===== src/source/dnc_consts.svh =====
`ifndef DNC_CONSTS_SVH
`define DNC_CONSTS_SVH

//////////////////////////////
// Vector element format
//////////////////////////////

// Signed Q16.16 element
`define DNC_DATA_WIDTH 32

// 1.0 in Q16.16
`define DNC_FX_ONE 32'h0001_0000

//////////////////////////////
// Vector length and buffer map
//////////////////////////////

// Longest key or erase vector
`define DNC_W_MAX 16

// Counter holds 0 to 16 inclusive
`define DNC_COUNT_WIDTH 5

// Two regions of DNC_W_MAX words each
`define DNC_ADDR_WIDTH 5
`define DNC_KEY_BASE 0
`define DNC_ERASE_BASE 16

`endif


===== src/source/dnc_pkg.sv =====
`include "dnc_consts.svh"

package dnc_pkg;

  //////////////////////////////
  // Scalar types
  //////////////////////////////

  // One vector element, Q16.16
  typedef logic [`DNC_DATA_WIDTH-1:0] dnc_data_t;

  // Word address inside the vector buffer
  typedef logic [`DNC_ADDR_WIDTH-1:0] dnc_addr_t;

  // Vector length or element index
  typedef logic [`DNC_COUNT_WIDTH-1:0] dnc_count_t;

  //////////////////////////////
  // Buffer write request
  //////////////////////////////

  // Address in the upper bits, data below
  typedef struct packed {
    dnc_addr_t addr;
    dnc_data_t data;
  } buf_wr_t;

  //////////////////////////////
  // State machines
  //////////////////////////////

  // Sequencing shared by the key and erase writers
  typedef enum logic [1:0] {
    IDLE,
    WAIT_ELEM,
    REQ,
    RELEASE
  } writer_state_t;

  // Buffer arbiter, idle or holding one ack
  typedef enum logic {
    ARB_IDLE,
    ARB_ACK
  } arb_state_t;

endpackage


===== src/source/dnc_write_key.sv =====
`timescale 1ns/1ns
`include "dnc_consts.svh"

module dnc_write_key (
  input  logic                  CLK,
  input  logic                  RST,
  input  logic                  start,
  input  dnc_pkg::dnc_count_t   size_w,
  input  logic                  k_in_enable,
  input  dnc_pkg::dnc_data_t    k_in,
  output logic                  k_in_ack,
  output logic                  k_out_valid,
  output dnc_pkg::dnc_data_t    k_out,
  output logic                  buf_req,
  output dnc_pkg::buf_wr_t      buf_wr,
  input  logic                  buf_ack,
  output logic                  ready
);

  import dnc_pkg::*;

  //////////////////////////////
  // Signals
  //////////////////////////////

  writer_state_t state;

  // Latched vector length and current element
  dnc_count_t size_q;
  dnc_count_t index;

  // Current element is the final one
  logic last_elem;

  //////////////////////////////
  // Handshake outputs
  //////////////////////////////

  // Element taken only while waiting for one
  assign k_in_ack = (state == WAIT_ELEM) && k_in_enable;

  // Request held for the whole REQ state
  assign buf_req = (state == REQ);

  // Mirror is the captured element itself
  assign k_out = buf_wr.data;

  assign last_elem = (index == (size_q - dnc_count_t'(1)));

  //////////////////////////////
  // Control FSM
  //////////////////////////////

  always_ff @(posedge CLK or posedge RST) begin
    if (RST) begin
      state       <= IDLE;
      size_q      <= '0;
      index       <= '0;
      ready       <= 1'b0;
      k_out_valid <= 1'b0;
    end else begin
      // Single-cycle strobes by default
      ready       <= 1'b0;
      k_out_valid <= 1'b0;
      case (state)
        IDLE: begin
          if (start) begin
            size_q <= size_w;
            index  <= '0;
            state  <= WAIT_ELEM;
          end
        end
        WAIT_ELEM: begin
          // Capture cycle, mirror strobe follows
          if (k_in_enable) begin
            k_out_valid <= 1'b1;
            state       <= REQ;
          end
        end
        REQ: begin
          // Arbiter wrote the word
          if (buf_ack) begin
            state <= RELEASE;
          end
        end
        RELEASE: begin
          // Wait for ack to fall, closing phase four
          if (!buf_ack) begin
            if (last_elem) begin
              ready <= 1'b1;
              state <= IDLE;
            end else begin
              index <= index + dnc_count_t'(1);
              state <= WAIT_ELEM;
            end
          end
        end
        default: begin
          state <= IDLE;
        end
      endcase
    end
  end

  //////////////////////////////
  // Captured request
  //////////////////////////////

  // Stable while buf_req is high
  always_ff @(posedge CLK) begin
    if (k_in_ack) begin
      buf_wr.addr <= dnc_addr_t'(`DNC_KEY_BASE) + dnc_addr_t'(index);
      buf_wr.data <= k_in;
    end
  end

  // Request only released once the arbiter has answered
  assert property (@(posedge CLK) disable iff (RST) $fell(buf_req) |-> buf_ack);

endmodule


===== src/source/dnc_erase_vector.sv =====
`timescale 1ns/1ns
`include "dnc_consts.svh"

module dnc_erase_vector (
  input  logic                  CLK,
  input  logic                  RST,
  input  logic                  start,
  input  dnc_pkg::dnc_count_t   size_w,
  input  logic                  e_in_enable,
  input  dnc_pkg::dnc_data_t    e_in,
  output logic                  e_in_ack,
  output logic                  buf_req,
  output dnc_pkg::buf_wr_t      buf_wr,
  input  logic                  buf_ack,
  output logic                  ready
);

  import dnc_pkg::*;

  //////////////////////////////
  // Signals
  //////////////////////////////

  writer_state_t state;

  dnc_count_t size_q;
  dnc_count_t index;
  logic       last_elem;

  // Element after saturation to [0, 1]
  dnc_data_t e_clamped;

  assign e_in_ack  = (state == WAIT_ELEM) && e_in_enable;
  assign buf_req   = (state == REQ);
  assign last_elem = (index == (size_q - dnc_count_t'(1)));

  //////////////////////////////
  // Saturating clamp
  //////////////////////////////

  // Stand-in for the erase sigmoid
  always_comb begin
    if (e_in[`DNC_DATA_WIDTH-1]) begin
      // Negative
      e_clamped = '0;
    end else if (e_in > dnc_data_t'(`DNC_FX_ONE)) begin
      e_clamped = dnc_data_t'(`DNC_FX_ONE);
    end else begin
      e_clamped = e_in;
    end
  end

  //////////////////////////////
  // Control FSM
  //////////////////////////////

  always_ff @(posedge CLK or posedge RST) begin
    if (RST) begin
      state  <= IDLE;
      size_q <= '0;
      index  <= '0;
      ready  <= 1'b0;
    end else begin
      ready <= 1'b0;
      case (state)
        IDLE: begin
          if (start) begin
            size_q <= size_w;
            index  <= '0;
            state  <= WAIT_ELEM;
          end
        end
        WAIT_ELEM: begin
          if (e_in_enable) begin
            state <= REQ;
          end
        end
        REQ: begin
          if (buf_ack) begin
            state <= RELEASE;
          end
        end
        RELEASE: begin
          // Next element only after ack drops
          if (!buf_ack) begin
            if (last_elem) begin
              ready <= 1'b1;
              state <= IDLE;
            end else begin
              index <= index + dnc_count_t'(1);
              state <= WAIT_ELEM;
            end
          end
        end
        default: begin
          state <= IDLE;
        end
      endcase
    end
  end

  // Erase region word for this element
  always_ff @(posedge CLK) begin
    if (e_in_ack) begin
      buf_wr.addr <= dnc_addr_t'(`DNC_ERASE_BASE) + dnc_addr_t'(index);
      buf_wr.data <= e_clamped;
    end
  end

  // Whatever reaches the buffer is a valid erase weight
  assert property (@(posedge CLK) disable iff (RST)
    buf_req |-> (buf_wr.data <= dnc_data_t'(`DNC_FX_ONE)));

endmodule


===== src/source/dnc_buffer_arbiter.sv =====
`timescale 1ns/1ns

module dnc_buffer_arbiter (
  input  logic               CLK,
  input  logic               RST,
  input  logic               req_key,
  input  logic               req_erase,
  input  dnc_pkg::buf_wr_t   wr_key,
  input  dnc_pkg::buf_wr_t   wr_erase,
  output logic               ack_key,
  output logic               ack_erase,
  output logic               mem_we,
  output dnc_pkg::buf_wr_t   mem_wr
);

  import dnc_pkg::*;

  //////////////////////////////
  // Signals
  //////////////////////////////

  arb_state_t state;

  // Requester owning the port, 0 key and 1 erase
  logic sel;

  // Requester favoured on the next tie
  logic prio;

  // Winner if a grant happens this cycle
  logic pick;

  logic any_req;
  logic sel_req;

  //////////////////////////////
  // Grant choice
  //////////////////////////////

  assign any_req = req_key | req_erase;

  // Tie goes to the priority holder
  always_comb begin
    if (req_key && req_erase) begin
      pick = prio;
    end else begin
      pick = req_erase;
    end
  end

  // Request line of the current owner
  assign sel_req = sel ? req_erase : req_key;

  //////////////////////////////
  // Port outputs
  //////////////////////////////

  assign ack_key   = (state == ARB_ACK) && !sel;
  assign ack_erase = (state == ARB_ACK) && sel;

  // Owner data is held stable during its req
  assign mem_wr = sel ? wr_erase : wr_key;

  //////////////////////////////
  // Handshake FSM
  //////////////////////////////

  always_ff @(posedge CLK or posedge RST) begin
    if (RST) begin
      state  <= ARB_IDLE;
      sel    <= 1'b0;
      prio   <= 1'b0;
      mem_we <= 1'b0;
    end else begin
      // One write strobe per grant
      mem_we <= 1'b0;
      case (state)
        ARB_IDLE: begin
          if (any_req) begin
            sel    <= pick;
            prio   <= ~pick;
            mem_we <= 1'b1;
            state  <= ARB_ACK;
          end
        end
        ARB_ACK: begin
          // Owner lowered req, ack falls next
          if (!sel_req) begin
            state <= ARB_IDLE;
          end
        end
        default: begin
          state <= ARB_IDLE;
        end
      endcase
    end
  end

  // Mutual exclusion of the acks
  assert property (@(posedge CLK) disable iff (RST) !(ack_key && ack_erase));

  // Acks only answer a live request
  assert property (@(posedge CLK) disable iff (RST) $rose(ack_key) |-> req_key);
  assert property (@(posedge CLK) disable iff (RST) $rose(ack_erase) |-> req_erase);

endmodule


===== src/source/dnc_vector_buffer.sv =====
`timescale 1ns/1ns
`include "dnc_consts.svh"

module dnc_vector_buffer (
  input  logic                 CLK,
  input  logic                 RST,
  input  logic                 mem_we,
  input  dnc_pkg::buf_wr_t     mem_wr,
  input  dnc_pkg::dnc_addr_t   rd_addr,
  output dnc_pkg::dnc_data_t   rd_data
);

  import dnc_pkg::*;

  //////////////////////////////
  // Storage
  //////////////////////////////

  // Key region below, erase region above
  dnc_data_t mem [0:2*`DNC_W_MAX-1];

  // Single write port from the arbiter
  always_ff @(posedge CLK) begin
    if (mem_we) begin
      mem[mem_wr.addr] <= mem_wr.data;
    end
  end

  //////////////////////////////
  // Read port
  //////////////////////////////

  // Data one cycle after the address
  always_ff @(posedge CLK or posedge RST) begin
    if (RST) begin
      rd_data <= '0;
    end else begin
      rd_data <= mem[rd_addr];
    end
  end

endmodule


===== src/source/dnc_write_interface.sv =====
`timescale 1ns/1ns

module dnc_write_interface (
  input  logic                  CLK,
  input  logic                  RST,
  input  logic                  key_start,
  input  logic                  erase_start,
  input  dnc_pkg::dnc_count_t   size_w,
  input  logic                  k_in_enable,
  input  dnc_pkg::dnc_data_t    k_in,
  output logic                  k_in_ack,
  output logic                  k_out_valid,
  output dnc_pkg::dnc_data_t    k_out,
  input  logic                  e_in_enable,
  input  dnc_pkg::dnc_data_t    e_in,
  output logic                  e_in_ack,
  output logic                  key_ready,
  output logic                  erase_ready,
  input  dnc_pkg::dnc_addr_t    rd_addr,
  output dnc_pkg::dnc_data_t    rd_data
);

  import dnc_pkg::*;

  //////////////////////////////
  // Buffer port wiring
  //////////////////////////////

  // Key writer to arbiter
  logic    key_req;
  logic    key_ack;
  buf_wr_t key_wr;

  // Erase writer to arbiter
  logic    erase_req;
  logic    erase_ack;
  buf_wr_t erase_wr;

  // Arbiter to memory
  logic    mem_we;
  buf_wr_t mem_wr;

  //////////////////////////////
  // Writers
  //////////////////////////////

  dnc_write_key u_write_key (
    .CLK         (CLK),
    .RST         (RST),
    .start       (key_start),
    .size_w      (size_w),
    .k_in_enable (k_in_enable),
    .k_in        (k_in),
    .k_in_ack    (k_in_ack),
    .k_out_valid (k_out_valid),
    .k_out       (k_out),
    .buf_req     (key_req),
    .buf_wr      (key_wr),
    .buf_ack     (key_ack),
    .ready       (key_ready)
  );

  dnc_erase_vector u_erase_vector (
    .CLK         (CLK),
    .RST         (RST),
    .start       (erase_start),
    .size_w      (size_w),
    .e_in_enable (e_in_enable),
    .e_in        (e_in),
    .e_in_ack    (e_in_ack),
    .buf_req     (erase_req),
    .buf_wr      (erase_wr),
    .buf_ack     (erase_ack),
    .ready       (erase_ready)
  );

  //////////////////////////////
  // Shared buffer
  //////////////////////////////

  dnc_buffer_arbiter u_buffer_arbiter (
    .CLK       (CLK),
    .RST       (RST),
    .req_key   (key_req),
    .req_erase (erase_req),
    .wr_key    (key_wr),
    .wr_erase  (erase_wr),
    .ack_key   (key_ack),
    .ack_erase (erase_ack),
    .mem_we    (mem_we),
    .mem_wr    (mem_wr)
  );

  dnc_vector_buffer u_vector_buffer (
    .CLK     (CLK),
    .RST     (RST),
    .mem_we  (mem_we),
    .mem_wr  (mem_wr),
    .rd_addr (rd_addr),
    .rd_data (rd_data)
  );

endmodule


===== config.mk =====
export PLATFORM = sky130hd
export DESIGN_NAME = dnc_write_interface
export DESIGN_NICKNAME = d
export VERILOG_FILES = /design/src/source/dnc_pkg.sv /design/src/source/dnc_write_key.sv /design/src/source/dnc_erase_vector.sv /design/src/source/dnc_buffer_arbiter.sv /design/src/source/dnc_vector_buffer.sv /design/src/source/dnc_write_interface.sv
export VERILOG_INCLUDE_DIRS = /design/src /design/src/source
export SDC_FILE = /design/constraint.sdc
export NUM_CORES = 1
export LEC_CHECK = 0
export BUFFER_PORTS_ARGS = -buffer_cell sky130_fd_sc_hd__buf_2
export CAP_MARGIN = 40
export CORE_MARGIN = 3
export CORE_UTILIZATION = 30
export DETAILED_ROUTE_END_ITERATION = 12
export HOLD_SLACK_MARGIN = 0.05
export PLACE_DENSITY = 0.55
export SYNTH_ARGS = -nofsm -noshare
export SYNTH_HDL_FRONTEND = slang
export SYNTH_SLANG_ARGS = --single-unit

===== constraint.sdc =====
create_clock -name CLK -period 8.86 [get_ports CLK]
set_input_delay 0.886 -clock CLK [delete_from_list [all_inputs] [get_ports CLK]]
set_output_delay 0.886 -clock CLK [all_outputs]
set_load 0.005 [all_outputs]

==> run metrics <==
Synthesis Warnings 0; Root Buffer clkbuf_16; fin crit share 37.8%; synth-to-layout area growth 15.9%; fillers about 13000; maximum clock insertion buffer count 3; number of synthesized flops with an enable pin around 1100; crit path max-delay cell type nor2_4; Async SR Flop Fraction 5.43%; die area 0.153 mm²; postcts setup bufs 0; crit-path cells inv_1, o32ai_1, nand2_1, nor2_4, buf_4; post-synth top area share about 74%; Hold/Removal Path Class in -> async; antenna violation net count after detailed routing 0; Die X-Extent ~390 µm; worst skew pair latency between 700 and 800 ps; RSZ-0062 raised after global routing no; WP data required ~9200 ps; Simple-Gate Fraction of Synth Area 1.46%; Max Fanout on Critical Path 19; grt ovf 0; Synth Area in XOR/XNOR less than 1%; Die Y 391 µm; CORE AREA between 0.1 and 0.15 mm²; largest net degree at the start of global routing around 110; share of layout cells above drive strength 1 approximately 36%; Max stage delay on crit path about 850 ps; Initial Util 30.4%; Post-CTS Hold Fix Bufs 0; compound-gate portion of the synthesized area less than 1%; first-pass GRT wire length approximately 160000 µm; DR vias between 20000 and 25000; Final Hold Fails 0; TritonCTS Sinks around 1200; area of the multi-input gates 0.00966 mm²; Syn Inst Count about 1900; Mean Syn Cell Area between 20 and 25 µm²; post-synthesis mux area share between 10% and 20%; leak pwr around 16 nW; top post-synthesis cells by area edfxtp_1 74%, mux4_2 16%, dfrtp_1 3.5%; TritonRoute pass-1 iters 5; Seq/Total Area, Yosys 77.4%; Slew @ Worst Pin between 1000 and 1500 ps; Initial DRC Count 1976; Final Slew Violations 0; Crit. End Element flop; Max Cap Viol 0; WL/cell 27.2 µm; Synth Cell Area 0.0446 mm²; H-tree lvl count 3; startpoint types flop; IO Pins ~150; Adder-Cell Fraction of Synth Area less than 1%; WL final 112000 µm; PortBufs around 150; Via density between 5 and 6; Rel. slew slack between 20 and 30%; RD Place Congestion 0.749; synthesis-stage register bit count between 1000 and 1500; clk_skew 31.1 ps; most frequent cells after synthesis 1097 x edfxtp_1, 320 x mux4_2, 76 x mux2_2; crit path DAT 3680 ps; TNS Setup 0 ps; Final setup viols 0; DRC 0; worst vdd ir ~170 µV; status finished clean; largest family of logic cells by synthesized area multiplexers; Inserted Clock Buffers around 120; Site Rows between 100 and 150; Cell variety after synth 53; fmax roughly 300 MHz; Most used DFF post-synth edfxtp_1; top-count cell post-synth edfxtp_1; detailed-placement wirelength estimate approximately 58000 µm; cell area power density approximately 260 mW/mm²; vias in the first global route approximately 22000; post-CTS sizing 0; power after layout approximately 0.014 W; Register Area approximately 0.035 mm²; TritonCTS clock tree yes; crit path time final ~3300 ps; critical path type reg -> reg; final net count 2209; largest area contributor in the netlist edfxtp_1; clock slew at reported path FFs roughly 60 ps; initial antenna violation count 5; GRT Total Usage about 15%
[cells in the final DEF, fill, tap and decap left out, types with 6 or more instances in the layout]
cell type | synthesis | layout
a21oi_1 | 10 | 9
and2_1 | 18 | 16
buf_2 | 22 | 144
buf_4 | 36 | 47
bufinv_16 | 0 | 10
clkbuf_1 | 39 | 40
clkbuf_16 | 0 | 118
clkbuf_8 | 0 | 6
clkinv_1 | 0 | 16
clkinv_2 | 0 | 10
conb_1 | 1 | 14
dfrtp_1 | 63 | 62
edfxtp_1 | 1097 | 1097
ha_1 | 12 | 12
inv_1 | 22 | 21
mux2_2 | 76 | 76
mux4_2 | 320 | 320
nand2_1 | 27 | 27
nand3_1 | 6 | 6
nor2_1 | 42 | 10
nor2_4 | 0 | 32
nor3_1 | 6 | 6
nor4_1 | 7 | 6
o21ai_0 | 9 | 9
xnor2_1 | 7 | 7
[metal layers]
| layer | GRT usage (%) | wire [µm] | vias up |
|---|---|---|---|
| met5 | 0 | 0 | - |
| met4 | 4.27 | 2950 | 0 |
| met3 | 2.92 | 8490 | 176 |
| met2 | 23.3 | 53500 | 855 |
| met1 | 20.3 | 47200 | 11300 |
| li1 | - | - | 8439 |
[cells by family after synthesis]
logic type,count (synthesis)
AO/OA/AOI/OAI,48
buffers and inverters,138
multiplexers,399
AND/OR/NAND/NOR,131
adder cells (fa/ha/maj),12
flip-flops,1160
other,1
XOR/XNOR,12
[state kept, by name, indices dropped and copies added (netlist names), 2 cells and up]
register	flops
u_erase_vector.size_q	5
u_write_key.state	2
u_erase_vector.index	5
u_vector_buffer.mem	1024
u_erase_vector.state	2
u_write_key.index	5
u_erase_vector.buf_wr	36
u_write_key.size_q	5
u_write_key.k_out	32
u_write_key.buf_wr	5
u_vector_buffer.rd_data	32
[report_power, final]
group | total, W | leakage [nW] | internal (W) | switching, W
registers | 0.00702 | 10.7 | 0.00686 | 0.000162
clock network | 0.00478 | 1.79 | 0.00278 | 0.00200
logic | 0.00173 | 3.89 | 0.000533 | 0.00120
[final cells by class]
type                            instances  area share, %
Antenna cell                            1        0.00484
Clock buffer                          164           6.17
Clock inverter                         46          0.990
Inverter                               22          0.165
Multi-Input combinational cell        616           18.7
Sequential cell                      1160           66.8
Tap cell                             1917           4.64
Timing Repair Buffer                  202           2.52
[critical path, delay by kind of cell, from the launching register on]
family,cells,cell delay (ps)
buffers and inverters,2,740
DFF,1,520
AOI/OAI and AO/OA,1,300
and+or+nand+nor,2,1360
[through the flow]
| step | cells | cell area, µm² | setup WS, ps | utilization (%) | hold WS [ps] |
|---|---|---|---|---|---|
| after floorplan | 1914 | 44600 | 5910 | - | 423 |
| after global routing | 4127 | 51700 | 5340 | 35.2 | 204 |
| final | 4128 | 51700 | 5510 | 35.2 | 208 |
| after CTS | 4127 | 51700 | 5440 | 35.2 | 167 |
| after detailed placement | 3917 | 48000 | 4760 | 32.7 | 494 |
| after global placement | 3910 | 47800 | 4810 | 32.6 | 479 |
[final timing paths]
path | from | endpoint | slack (ps) | depth (start not counted)
max in group asynchronous | RST | u_vector_buffer.rd_data[23] | 7670 | 4
worst max register to register | u_buffer_arbiter.sel | u_vector_buffer.mem[29][27] | 5510 | 5
min in group CLK | k_in[11] | u_write_key.k_out[11] | 350 | 1
worst min-delay path | RST | u_erase_vector.size_q[4] | 210 | 2
worst min register to register | u_buffer_arbiter.prio | u_buffer_arbiter.prio | 500 | 1
worst max-delay path | u_buffer_arbiter.sel | u_vector_buffer.mem[29][27] | 5510 | 5
(Power assumes the default switching activity.)
